File: config.mk
export PLATFORM = sky130hd
export DESIGN_NAME = uart_port
export DESIGN_NICKNAME = d
export VERILOG_FILES = /design/src/verilog/system_pkg.sv /design/src/verilog/baud_timer.sv /design/src/verilog/uart_port.sv
export VERILOG_INCLUDE_DIRS = /design/src /design/src/verilog
export SDC_FILE = /design/constraint.sdc
export NUM_CORES = 1
export LEC_CHECK = 0
export BUFFER_PORTS_ARGS = -buffer_cell sky130_fd_sc_hd__buf_2
export CORE_MARGIN = 8
export CORE_UTILIZATION = 45
export CTS_CLUSTER_DIAMETER = 40
export DETAILED_ROUTE_END_ITERATION = 10
export MAX_ROUTING_LAYER = met4
export PLACE_DENSITY = 0.66
export SYNTH_ARGS = -nofsm -noshare
export SYNTH_HDL_FRONTEND = slang
export SYNTH_HIERARCHICAL = 1
export SYNTH_SLANG_ARGS = --single-unit
export TNS_END_PERCENT = 20
File: constraint.sdc
create_clock -name clk -period 3.8 [get_ports clk]
set_input_delay 1.14 -clock clk [delete_from_list [all_inputs] [get_ports clk]]
set_output_delay 1.14 -clock clk [all_outputs]
set_load 0.005 [all_outputs]
File: src/verilog/system_settings.svh
// System settings for clock rate, serial rate, internal RAM size and UART address
`ifndef SYSTEM_SETTINGS_SVH
`define SYSTEM_SETTINGS_SVH

// Main clock in Hz
`define CLKSPEED 25000000

// Serial line rate
`define BAUD 115200

// Clocks per serial bit, rounded to nearest
`define BIT_CYCLES ((`CLKSPEED + (`BAUD / 2)) / `BAUD)

// Internal block RAM address width in words
`define RAMSIZE 12

// UART register pair, status at even address and data at odd
`define UART_BASE 16'hfe08

`endif

File: src/verilog/system_pkg.sv
// Shared bus types and SRAM phase codes for the processor bus subsystem
package system_pkg;

   // Master request, stable while req is high
   typedef struct packed {
      logic [19:0] address;
      logic        rnw;
      logic [31:0] wdata;
   } bus_req_t;

   // Response, valid while ack is high
   typedef struct packed {
      logic [31:0] rdata;
   } bus_rsp_t;

   // One select per target plus the access strobe
   typedef struct packed {
      logic ram;
      logic uart;
      logic sram;
      logic strobe;
   } target_sel_t;

   // Controller sequence
   typedef enum logic [2:0] {
      IDLE,
      ACCESS,
      WAIT_SRAM,
      WE_PULSE,
      HOLD,
      DONE
   } cycle_state_t;

   // External SRAM access phases
   localparam logic [1:0] SRAM_SETUP = 2'd0;
   localparam logic [1:0] SRAM_PULSE = 2'd1;
   localparam logic [1:0] SRAM_HOLD  = 2'd2;

endpackage

File: src/verilog/baud_timer.sv
// Restartable serial bit timer with mid-bit and end-of-bit ticks
`include "system_settings.svh"

module baud_timer (
   input  logic clk,
   input  logic reset_b,
   input  logic restart,
   output logic half_tick,
   output logic bit_tick
);

   localparam int CNT_W = $clog2(`BIT_CYCLES);
   localparam logic [CNT_W-1:0] LAST = CNT_W'(`BIT_CYCLES - 1);
   localparam logic [CNT_W-1:0] HALF = CNT_W'((`BIT_CYCLES / 2) - 1);

   logic [CNT_W-1:0] count;

   always_ff @(posedge clk)
   begin
      if (!reset_b)
         count <= '0;
      else if (restart)
         count <= '0;
      // Wrap at the end of each bit
      else if (count == LAST)
         count <= '0;
      else
         count <= count + 1'b1;
   end

   // Centre of the bit
   assign half_tick = (count == HALF);

   // Last clock of the bit
   assign bit_tick = (count == LAST);

endmodule

File: src/verilog/uart_port.sv
// UART with status and data registers and baud-paced transmit and receive shifters
module uart_port (
   input  logic                    clk,
   input  logic                    reset_b,
   input  system_pkg::target_sel_t sel,
   input  logic                    a0,
   input  logic                    rnw,
   input  logic [15:0]             wdata,
   input  logic                    rxd,
   output logic [15:0]             rdata,
   output logic                    txd
);

   logic       rd;
   logic       wr;
   logic       tx_load;
   logic       tx_busy;
   logic [9:0] tx_shift;
   logic [3:0] tx_cnt;
   logic       tx_bit_tick;
   logic [2:0] rxd_sync;
   logic       start_edge;
   logic       rx_restart;
   logic       rx_half_tick;
   logic       rx_busy;
   logic [3:0] rx_bit;
   logic [7:0] rx_shift;
   logic [7:0] rx_data;
   logic       rx_valid;

   assign rd = sel.uart & sel.strobe & rnw;
   assign wr = sel.uart & sel.strobe & ~rnw;

   // Writes while busy are dropped
   assign tx_load = wr & a0 & ~tx_busy;

   baud_timer i_tx_timer (
      .clk       (clk),
      .reset_b   (reset_b),
      .restart   (tx_load),
      .half_tick (),
      .bit_tick  (tx_bit_tick)
   );

   // Frame is stop, data LSB first, start
   always_ff @(posedge clk)
   begin
      if (!reset_b)
      begin
         tx_shift <= '1;
         tx_cnt   <= '0;
         tx_busy  <= 1'b0;
      end
      else if (tx_load)
      begin
         tx_shift <= {1'b1, wdata[7:0], 1'b0};
         tx_cnt   <= 4'd10;
         tx_busy  <= 1'b1;
      end
      else if (tx_busy && tx_bit_tick)
      begin
         tx_shift <= {1'b1, tx_shift[9:1]};
         tx_cnt   <= tx_cnt - 1'b1;
         if (tx_cnt == 4'd1)
            tx_busy <= 1'b0;
      end
   end

   // Line idles high from the all-ones shifter
   assign txd = tx_shift[0];

   // Two flops to settle, third for edge
   always_ff @(posedge clk)
   begin
      if (!reset_b)
         rxd_sync <= '1;
      else
         rxd_sync <= {rxd_sync[1:0], rxd};
   end

   assign start_edge = rxd_sync[2] & ~rxd_sync[1];
   assign rx_restart = start_edge & ~rx_busy;

   baud_timer i_rx_timer (
      .clk       (clk),
      .reset_b   (reset_b),
      .restart   (rx_restart),
      .half_tick (rx_half_tick),
      .bit_tick  ()
   );

   always_ff @(posedge clk)
   begin
      if (!reset_b)
      begin
         rx_busy  <= 1'b0;
         rx_bit   <= '0;
         rx_valid <= 1'b0;
      end
      else
      begin
         // Data read acknowledges the byte
         if (rd && a0)
            rx_valid <= 1'b0;
         if (rx_restart)
         begin
            rx_busy <= 1'b1;
            rx_bit  <= '0;
         end
         else if (rx_busy && rx_half_tick)
         begin
            if (rx_bit == 4'd0 && rxd_sync[1])
               // Glitch, not a real start bit
               rx_busy <= 1'b0;
            else if (rx_bit == 4'd9)
            begin
               rx_busy  <= 1'b0;
               rx_valid <= 1'b1;
            end
            else
               rx_bit <= rx_bit + 1'b1;
         end
      end
   end

   // Sample data bits at their centres
   always_ff @(posedge clk)
   begin
      if (rx_busy && rx_half_tick)
      begin
         if (rx_bit >= 4'd1 && rx_bit <= 4'd8)
            rx_shift <= {rxd_sync[1], rx_shift[7:1]};
         if (rx_bit == 4'd9)
            rx_data <= rx_shift;
      end
   end

   // Status at a0 low, data at a0 high
   always_ff @(posedge clk)
   begin
      if (rd)
         rdata <= a0 ? {8'h00, rx_data} : {14'h0000, rx_valid, tx_busy};
   end

endmodule

### After elaboration in Yosys (flattened, before gate mapping)

Index checks and enable logic that the tools add are counted.

* flip-flop bits (word level): 71
* latch bits: 0
* memory bits (writable): 0
* bits in read-only memories: 0
* input port bits: 25
* output and inout port bits: 17
* word-level logic and storage cells: 75
* memories kept: 0

* $add $sub $neg: 4
* multipliers: 0
* div/mod/pow operators: 0
* $lt $le $gt $ge: 2
* equality and inequality tests: 5
* shift operators: 0
* muxes and demuxes: 17
* bitwise gates (word level): 14
* reductions and logical operators: 19

Operators with widths (number)
* 9-bit 2-to-1 mux: 2
* 8-bit by 1-bit adder with 8-bit output, second input constant: 2
* 8-bit == test, second input constant: 2
* 1-bit 2-to-1 mux: 12
* 8-bit by 7-bit == test with 1-bit output, second input constant: 1
* 4-bit 2-to-1 mux: 2
* 2-bit AND reduction: 4
* 1-bit bitwise AND: 7
* 1-bit NOT: 7
* 2-bit nonzero test: 3
* 3-bit OR reduction: 2
* 1-bit logical AND: 5
* 4-bit by 1-bit adder with 4-bit output, second input constant: 1
* 4-bit by 1-bit == test with 1-bit output, second input constant: 1
* 4-bit == test, second input constant: 1
* 4-bit by 1-bit greater-or-equal comparator with 1-bit output, second input constant: 1
* 4-bit less-or-equal comparator, second input constant: 1
* 4-bit zero test: 1
* 2-bit OR reduction: 2
* 4-bit by 1-bit subtractor with 4-bit output, second input constant: 1
* 3-bit AND reduction: 1
* 3-bit nonzero test: 1
* 2-bit 2-to-1 mux: 1

### Longest topological paths before layout

Gate-level depths: netlist of run 1.

* word-level depth: 8
* mapped depth: 9
* depth with buffers taken out: 8

### Hierarchy

The synthesis of run 1 kept the hierarchy.

By module, submodules not included
* uart_port: instances 1, cells an instance 161, area each 1884.3 µm²
* baud_timer: instances 2, cells an instance 44, area each 399.1 µm²

### Worst setup path after synthesis of run 1

No wires, ideal clock.

* path type: reg-to-reg
* start point: reg i_rx_timer.count[0]
* end point: reg rx_shift[0] (enable)
* library setup time: 386 ps
* arrival time: 1863 ps
* required time: 3414 ps
* path slack: 1551 ps
* cell stages (with the launch flop): 6
* path buffers: 0
* period minus slack after synthesis: 2249 ps
* path through: dfxtp_1 > ha_1 > nand2_1 > nor4_1 > nand2_1 > a211oi_1

* cells in the longest elaborated chain, start to end: 3

RTL lines
* from (decl): line baud_timer.sv:16 `logic [CNT_W-1:0] count;`
* from (signal assigned): line baud_timer.sv:28 `count <= count + 1'b1;`
* 8-bit by 7-bit == test with 1-bit output: line baud_timer.sv:32 `assign half_tick = (count == HALF);`
* via rx_half_tick: line uart_port.sv:24 `logic rx_half_tick;`
* 1-bit logical AND: line uart_port.sv:129 `if (rx_busy && rx_half_tick)`
* 2-bit AND reduction (no line)
* to (signal assigned): line uart_port.sv:132 `rx_shift <= {rxd_sync[1], rx_shift[7:1]};`
* to (decl): line uart_port.sv:27 `logic [7:0] rx_shift;`

The timed path passes the listed nets, and every way through them passes these cells.
A chain may end at the register's enable or synchronous reset.

### Worst setup path in the final report of run 1

* start point: reg i_rx_timer.count[0]
* end point: reg rx_data[0] (enable)

* cells in the longest elaborated chain, start to end: 3

RTL lines
* 8-bit by 7-bit == test with 1-bit output: line baud_timer.sv:32
* via rx_half_tick: line uart_port.sv:24
* 1-bit logical AND: line uart_port.sv:129
* 2-bit AND reduction (no line)
* to (signal assigned): line uart_port.sv:134 `rx_data <= rx_shift;`
* to (decl): line uart_port.sv:28 `logic [7:0] rx_data;`

The timed path passes the listed nets, and every way through them passes these cells.

==> results of run 1 <==
==> layer usage <==
metal	share of wire	routed length, um	vias to the layer above
li1	-	-	896
met1	0.47	1994	783
met2	0.46	1959	30
met3	0.066	283	4
met4	0.0089	38	0
met5	0	0	-
==> worst paths after layout <==
path | from | end | cells after the start
setup / recovery | i_rx_timer/count[0] | rx_data[0] | 5
hold / removal | rxd_sync[0] | rxd_sync[1] | 1
setup reg to reg | i_rx_timer/count[0] | rx_data[0] | 5
hold reg to reg | rxd_sync[0] | rxd_sync[1] | 1
==> metrics by stage <==
step | power (mW) | util
finish | 1.349 | 0.5198
global route | 1.409 | 0.5198
CTS | 1.367 | 0.5198
detailed placement | 0.7925 | 0.4860
global placement | 0.7906 | 0.4860
floorplan | 0.7781 | -
==> layout make-up <==
class / count / area (um^2) / share of cell area
Timing Repair Buffer: 24 / 122.6 / 0.04056
Inverter: 14 / 52.55 / 0.01738
Multi-Input combinational cell: 163 / 1056 / 0.3493
Clock buffer: 9 / 123.9 / 0.04098
Tap cell: 75 / 93.84 / 0.03104
Sequential cell: 63 / 1501 / 0.4967
Clock inverter: 7 / 72.57 / 0.02401
==> sequential cells by signal (all words and copies together) (netlist names), 4 cells and up <==
signal            count
i_rx_timer/count      8
tx_shift              9
rx_bit                4
i_tx_timer/count      8
rx_shift              8
tx_cnt                4
rdata                 8
rx_data               8
==> power by group through the flow <==
stage / Combinational, mW / Sequential [mW] / Clock (mW)
finish: 0.0569 / 0.721 / 0.572
global route: 0.0650 / 0.723 / 0.621
CTS: 0.0578 / 0.721 / 0.588
detailed placement: 0.0562 / 0.736 / 0
global placement: 0.0548 / 0.736 / 0
floorplan: 0.0438 / 0.734 / 0
==> placed cells by master, fill, tap and decap left out, types with 2 or more instances in the layout <==
master	count
mux2_2	2
nand3_2	2
nor2_1	21
conb_1	8
nand2_2	2
o21ai_0	10
and2_1	7
or3_1	7
edfxtp_1	24
a21oi_1	7
clkinvlp_4	2
nand2b_4	2
nand3_1	8
nor3_1	3
nor2b_1	2
nand2b_1	5
xnor2_1	6
clkinv_2	2
nand3b_1	2
buf_2	23
clkbuf_8	9
a221o_1	6
ha_1	9
o311ai_4	2
xor2_1	5
nor4_1	2
dfxtp_1	39
nand2_1	28
nand4_1	2
and3_1	2
a21boi_0	3
inv_1	13
==> flow_summary.json, run 1 <==
{
  "synthToLayoutAreaGrowth_pct": 13.59,
  "switching_share": 0.2299,
  "seqPwrFrac": 0.534,
  "drt_wl_total_mm": 4.276,
  "tns_ns": 0,
  "rows": 28,
  "slew_viol_final": 0,
  "initial_core_util": 0.4576,
  "clockBufferDepth": 2,
  "grt_pass1_wl_mm": 7.127,
  "fillers": 560,
  "ios": 42,
  "p_comb_frac": 0.042,
  "antenna_cells": 0,
  "fin_skew_ns": 0.01006,
  "pre_cts_ws_ns": 1.325,
  "worst_slew_pin_slew_ns": 0.7876,
  "numPortBuffers": 23,
  "antenna_found_initial": 0,
  "ant_nets": 0,
  "power.share.clock": 0.424,
  "yosys_warnings": 6,
  "maxCapViolations": 0,
  "final_cell_area_um2": 3023,
  "setup_viol": 0,
  "met3_usage": 0.05906,
  "hpwl_mm": 2.965,
  "cts_tree": "done",
  "overflow": 0,
  "cts_resized": 0,
  "cts-root-buf": "clkbuf_8",
  "dpl_cell_area_um2": 2826,
  "post-route-period-util": 0.6396,
  "critPathKind": "reg2reg",
  "post-route-min-period_ns": 2.430,
  "crit_family": "simple AND/OR/NAND/NOR gates",
  "postCtsSetupBuffers": 0,
  "hold_violations": 0,
  "peakVddDrop_uv": 283.4,
  "cpMaxStageDelayCell": "nor2b_1",
  "synth_area_per_cell_um2": 10.86,
  "die_w_um": 92.90,
  "grt_max_degree": 22,
  "p_leak_nw": 1.146,
  "syn_inst": 245,
  "power.density_nw_per_um2": 446.3,
  "synth.cell_area_um2": 2661,
  "dieArea_um2": 8630,
  "gp_congestion": 0.7702,
  "avgRoutedWirePerCell_um": 12.05,
  "ff2ff_setup_slack_ns": 1.37,
  "cp-start-kind": "flop",
  "clk_latency_ns": 0.34,
  "rsz0062_at_grt": "no",
  "cp-end-kind": "flop",
  "nNetsFinal": 309,
  "critPathMaxFanout": 9,
  "worstPathCellList": "ha_1 > nand2_1 > nor4_1 > nand2_1 > nor2b_1",
  "grt_usage": 0.1075,
  "critical-path-max-stage-delay_ns": 0.66,
  "met2_usage": 0.1692,
  "fmax_ghz": 0.4115,
  "critPathBufInv": 0,
  "hold_class": "reg2reg",
  "htree_levels": 3,
  "arrival_ns": 2.40,
  "path_clk_slew_ns": 0.07,
  "core_um2": 5816,
  "status": "completed",
  "grt_pass1_vias": 1623,
  "vias": 1713,
  "busiest_layer": "met2",
  "dp_cells": 339,
  "grtUsageMet1": 0.1113,
  "vias_per_cell": 4.825,
  "die_y_um": 92.90,
  "drive_above_1_share": 0.1964,
  "drt-initial-drc-count": 93,
  "p_switching_mw": 0.3101,
  "critPathRequiredTime_ns": 3.77,
  "final_cells": 355,
  "internal_power_mw": 1.039,
  "max_slew_margin": 0.4739,
  "cp_common_cell": "nand2_1",
  "drc": 0,
  "hold_buffers": 0,
  "numCtsBuffers": 9,
  "first_pass_iters": 4,
  "setup_ws_ns": 1.370,
  "cts_sinks": 63,
  "timing.hold.ws_ns": 0.4164
}
Note: power is estimated with default switching activity, not from simulation.
==> run 2: changes to the inputs <==
- PLACE_DENSITY: 0.66 -> 0.68
- clock period: 3.8 -> 2.2 ns (I/O delays scaled with it)
==> run 2 against run 1 <==
Compared with the run above:
- worst setup slack worse by 1.1 ns
- critical path depth grew 4
- register-to-register slack got worse by 1.1 ns
- die area stayed put
- via count is 2.5% higher
- wire length increased by 1.3%
- clock-buffer cell count up 2
- non-clock buffer count grew 6
- critical endpoint is now tx_cnt[1]
==> flow_summary.json, run 2 (same netlist as run 1, synthesis figures left out) <==
{
  "status": "completed",
  "power.share.clock": 0.442,
  "drive_above_1_share": 0.2063,
  "initial_core_util": 0.4576,
  "vias": 1755,
  "p_switching_mw": 0.4772,
  "regArea_um2": 1501,
  "switching_share": 0.1981,
  "critical-path-max-stage-delay_ns": 0.35,
  "hold_violations": 0,
  "r2r_cells": 9,
  "layout_commonest_cell": "dfxtp_1",
  "die_w_um": 92.90,
  "crit_family": "simple AND/OR/NAND/NOR gates",
  "antenna_cells": 0,
  "cts_resized": 0,
  "grtUsageMet1": 0.1257,
  "ant_nets": 0,
  "grt_usage": 0.1126,
  "antenna_found_initial": 0,
  "slew_viol_final": 0,
  "drc": 0,
  "p_leak_nw": 1.191,
  "critPathKind": "reg2reg",
  "dieArea_um2": 8630,
  "critPathMaxFanout": 8,
  "grt_pass1_wl_mm": 7.431,
  "timing.hold.ws_ns": 0.4122,
  "hold_buffers": 0,
  "first_pass_iters": 4,
  "final_cell_mix": "dfxtp_1 (39), nand2_1 (28), edfxtp_1 (24)",
  "critPathBufInv": 2,
  "ff2ff_setup_slack_ns": 0.26,
  "cp-start-kind": "flop",
  "avgRoutedWirePerCell_um": 12.00,
  "critPathRequiredTime_ns": 2.41,
  "ios": 42,
  "fmax_ghz": 0.5144,
  "fin_skew_ns": 0.007525,
  "gp_congestion": 0.7729,
  "met3_usage": 0.03236,
  "multi_input_area_um2": 1061,
  "hold_depth": 1,
  "clk_latency_ns": 0.33,
  "busiest_layer": "met2",
  "peakVddDrop_uv": 448.3,
  "arrival_ns": 2.15,
  "hold_class": "reg2reg",
  "cp-end-kind": "flop",
  "top_register": "tx_shift",
  "post-route-period-util": 0.8837,
  "setup_viol": 0,
  "nNetsFinal": 315,
  "internal_power_mw": 1.932,
  "die_y_um": 92.90,
  "rows": 28,
  "drt-initial-drc-count": 54,
  "cts_sinks": 63,
  "fillers": 547,
  "numPortBuffers": 23,
  "power.density_nw_per_um2": 779.7,
  "hp-start": "rxd_sync[0]",
  "postCtsSetupBuffers": 0,
  "tns_ns": 0,
  "htree_levels": 3,
  "maxCapViolations": 0,
  "r2r-end": "tx_cnt[1]",
  "seqPwrFrac": 0.517,
  "rsz0062_at_grt": "no",
  "hold-path-endpoint": "rxd_sync[1]",
  "grt_pass1_vias": 1708,
  "hpwl_mm": 3.111,
  "post-route-min-period_ns": 1.944,
  "worstPathCellList": "inv_1 > ha_1 > nand3b_1 > nor3_1 > and2_1 > buf_4 > nand2_1 > o21ai_0 > a21boi_0",
  "path_clk_slew_ns": 0.06,
  "cpMaxStageDelayCell": "and2_1",
  "largest_reg_flops": 9,
  "clockBufferDepth": 2,
  "synthToLayoutAreaGrowth_pct": 16.13,
  "cts_tree": "done",
  "p_comb_frac": 0.041,
  "overflow": 0,
  "numCtsBuffers": 9,
  "drt_wl_total_mm": 4.333,
  "vias_per_cell": 4.861,
  "cts-root-buf": "clkbuf_8",
  "met2_usage": 0.1734,
  "core_um2": 5816,
  "grt_max_degree": 22,
  "r2r-start": "i_tx_timer/count[0]"
}
-- run 2: cell type report --
class	instances	share of cell area
Inverter	14	0.01700
Tap cell	75	0.03036
Clock buffer	11	0.04575
Sequential cell	63	0.4858
Clock inverter	5	0.02348
Timing Repair Buffer	30	0.05425
Multi-Input combinational cell	163	0.3433
-- run 2: worst register-to-register path, stage by stage, from the launching register on --
cell      delay [ns]
dfxtp_1         0.34
inv_1           0.06
ha_1            0.16
nand3b_1        0.14
nor3_1          0.34
and2_1          0.35
buf_4           0.22
nand2_1         0.06
o21ai_0         0.06
a21boi_0        0.10
-- run 2: metrics by stage --
step	utilization	cell area (um^2)	instances	power [mW]	setup slack, ns
floorplan	-	2693	252	1.344	0.1822
global placement	0.4946	2877	345	1.367	0.3108
detailed placement	0.4946	2877	345	1.370	0.2801
CTS	0.5314	3090	361	2.447	0.2419
global route	0.5314	3090	361	2.522	0.1052
finish	0.5314	3090	361	2.410	0.2559
-- run 2: per-layer routing --
metal  wire length [um]  up-vias
li1                   -      908
met1               2000      812
met2               2037       29
met3                234        6
met4                 60        0
met5                  0        -
-- run 2: power groups by stage --
stage | sequential (mW) | clock (mW) | combinational, mW
after floorplan | 1.27 | 0 | 0.0756
after global placement | 1.27 | 0 | 0.0961
after detailed placement | 1.27 | 0 | 0.0988
after CTS | 1.25 | 1.10 | 0.0996
after global routing | 1.25 | 1.16 | 0.112
final | 1.25 | 1.07 | 0.0983
-- run 2: worst max-delay path by stage --
| stage | from | endpoint | slack (ns) | cells past startpoint |
|---|---|---|---|---|
| after floorplan | i_rx_timer/count[0] | rx_data[0] | 0.18 | 5 |
| after global placement | i_tx_timer/count[0] | tx_shift[3] | 0.31 | 7 |
| after detailed placement | i_tx_timer/count[0] | tx_cnt[1] | 0.28 | 9 |
| after CTS | i_tx_timer/count[0] | tx_cnt[1] | 0.24 | 9 |
| after global routing | i_rx_timer/count[0] | rx_shift[0] | 0.11 | 7 |
| final | i_tx_timer/count[0] | tx_cnt[1] | 0.26 | 9 |
==> run 3: changes to the inputs <==
- CORE_ASPECT_RATIO: not set -> 1.5
- SLEW_MARGIN: not set -> 40
==> run 3 against run 2 <==
Compared with the run above:
- sequential share of layout area grew 0.50 points
- non-clock buffer count down 2
- clock skew is 0.0020 ns higher
- utilization is 0.13 points higher
- worst setup slack improved by 0.071 ns
- sequential power is essentially flat
- flip-flop and latch count is the same
- largest power group unchanged
- highest routed layer unchanged
==> flow_summary.json, run 3 (same netlist as run 1, synthesis figures left out) <==
{
  "status": "completed",
  "seqPwrFrac": 0.537,
  "slew_viol_final": 0,
  "critPathRequiredTime_ns": 2.43,
  "power.density_nw_per_um2": 757.6,
  "critPathKind": "reg2reg",
  "total_power_mw": 2.318,
  "drt-initial-drc-count": 52,
  "tns_ns": 0,
  "first_pass_iters": 4,
  "cts_tree": "done",
  "layout_commonest_cell": "dfxtp_1",
  "p_leak_nw": 1.165,
  "ant_nets": 0,
  "r2r_cells": 7,
  "die_y_um": 110.2,
  "cts_resized": 0,
  "peakVddDrop_uv": 538.7,
  "dp_cells": 340,
  "met2_usage": 0.1937,
  "avgRoutedWirePerCell_um": 12.29,
  "dieArea_um2": 8681,
  "overflow": 0,
  "fin_skew_ns": 0.009480,
  "post-route-min-period_ns": 1.873,
  "clk_latency_ns": 0.34,
  "switching_share": 0.2269,
  "fmax_ghz": 0.5339,
  "rsz0062_at_grt": "no",
  "grt_usage": 0.1147,
  "pre_cts_ws_ns": 0.2565,
  "dpl_cell_area_um2": 2858,
  "critPathMaxFanout": 4,
  "internal_power_mw": 1.792,
  "p_comb_frac": 0.041,
  "cp-start-kind": "flop",
  "power.share.clock": 0.422,
  "vias": 1753,
  "fin_util": 0.5327,
  "numPortBuffers": 23,
  "antenna_found_initial": 0,
  "nNetsFinal": 313,
  "final_cell_area_um2": 3059,
  "drc": 0,
  "met3_usage": 0.03734,
  "largest_reg_flops": 9,
  "top_register": "tx_shift",
  "cts-root-buf": "clkbuf_8",
  "rows": 34,
  "hold_depth": 1,
  "cts_sinks": 63,
  "timing.hold.ws_ns": 0.4157,
  "core_um2": 5743,
  "grt_max_degree": 22,
  "arrival_ns": 2.10,
  "hold_buffers": 0,
  "hpwl_mm": 3.146,
  "hold_violations": 0,
  "path_clk_slew_ns": 0.07,
  "postCtsSetupBuffers": 0,
  "die_w_um": 78.79,
  "grt_pass1_vias": 1748,
  "drt_wl_total_mm": 4.376,
  "fillers": 527,
  "regArea_um2": 1501,
  "gp_congestion": 0.7517,
  "antenna_cells": 0,
  "synthToLayoutAreaGrowth_pct": 14.95,
  "maxCapViolations": 0,
  "multi_input_area_um2": 1067,
  "setup_ws_ns": 0.3270,
  "hold_class": "reg2reg",
  "final_cell_mix": "dfxtp_1 (39), nand2_1 (28), edfxtp_1 (24)",
  "setup_viol": 0,
  "grtUsageMet1": 0.1121,
  "busiest_layer": "met2",
  "post-route-period-util": 0.8514,
  "cp-end-kind": "flop",
  "final_cells": 356,
  "initial_core_util": 0.4634,
  "grt_pass1_wl_mm": 7.583,
  "ios": 42,
  "htree_levels": 3,
  "drive_above_1_share": 0.2148,
  "clockBufferDepth": 2,
  "numCtsBuffers": 9,
  "vias_per_cell": 4.924,
  "p_switching_mw": 0.5260
}
-- run 3: worst max-delay path, cell delays in order, from the launching register on --
cell      delay [ns]
dfxtp_1         0.39
ha_1            0.26
nand2_1         0.09
nor4_2          0.26
nand2_1         0.17
a311oi_2        0.32
mux2i_1         0.22
nor2_1          0.05
-- run 3: worst paths after layout --
path                               endpoint                start  slack, ns
worst max-delay path              rx_bit[1]  i_rx_timer/count[0]       0.33
worst min-delay path            rxd_sync[1]          rxd_sync[0]       0.42
worst max register to register    rx_bit[1]  i_rx_timer/count[0]       0.33
worst min register to register  rxd_sync[1]          rxd_sync[0]       0.42
-- run 3: routing by layer --
layer	routed length, um	part of all wire
met1	1865	0.43
met2	2196	0.50
met3	226	0.052
met4	88	0.020
met5	0	0
-- run 3: layout make-up --
type | count | share of cell area
Clock inverter | 7 | 0.02331
Timing Repair Buffer | 28 | 0.04990
Multi-Input combinational cell | 163 | 0.3489
Inverter | 14 | 0.01718
Tap cell | 72 | 0.02945
Clock buffer | 9 | 0.04049
Sequential cell | 63 | 0.4908
-- run 3: power groups by stage --
stage	registers (mW)	logic [mW]	clock network, mW
finish	1.24	0.0940	0.979
global route	1.25	0.109	1.06
CTS	1.24	0.0960	1.01
detailed placement	1.27	0.0955	0
global placement	1.27	0.0940	0
floorplan	1.27	0.0756	0
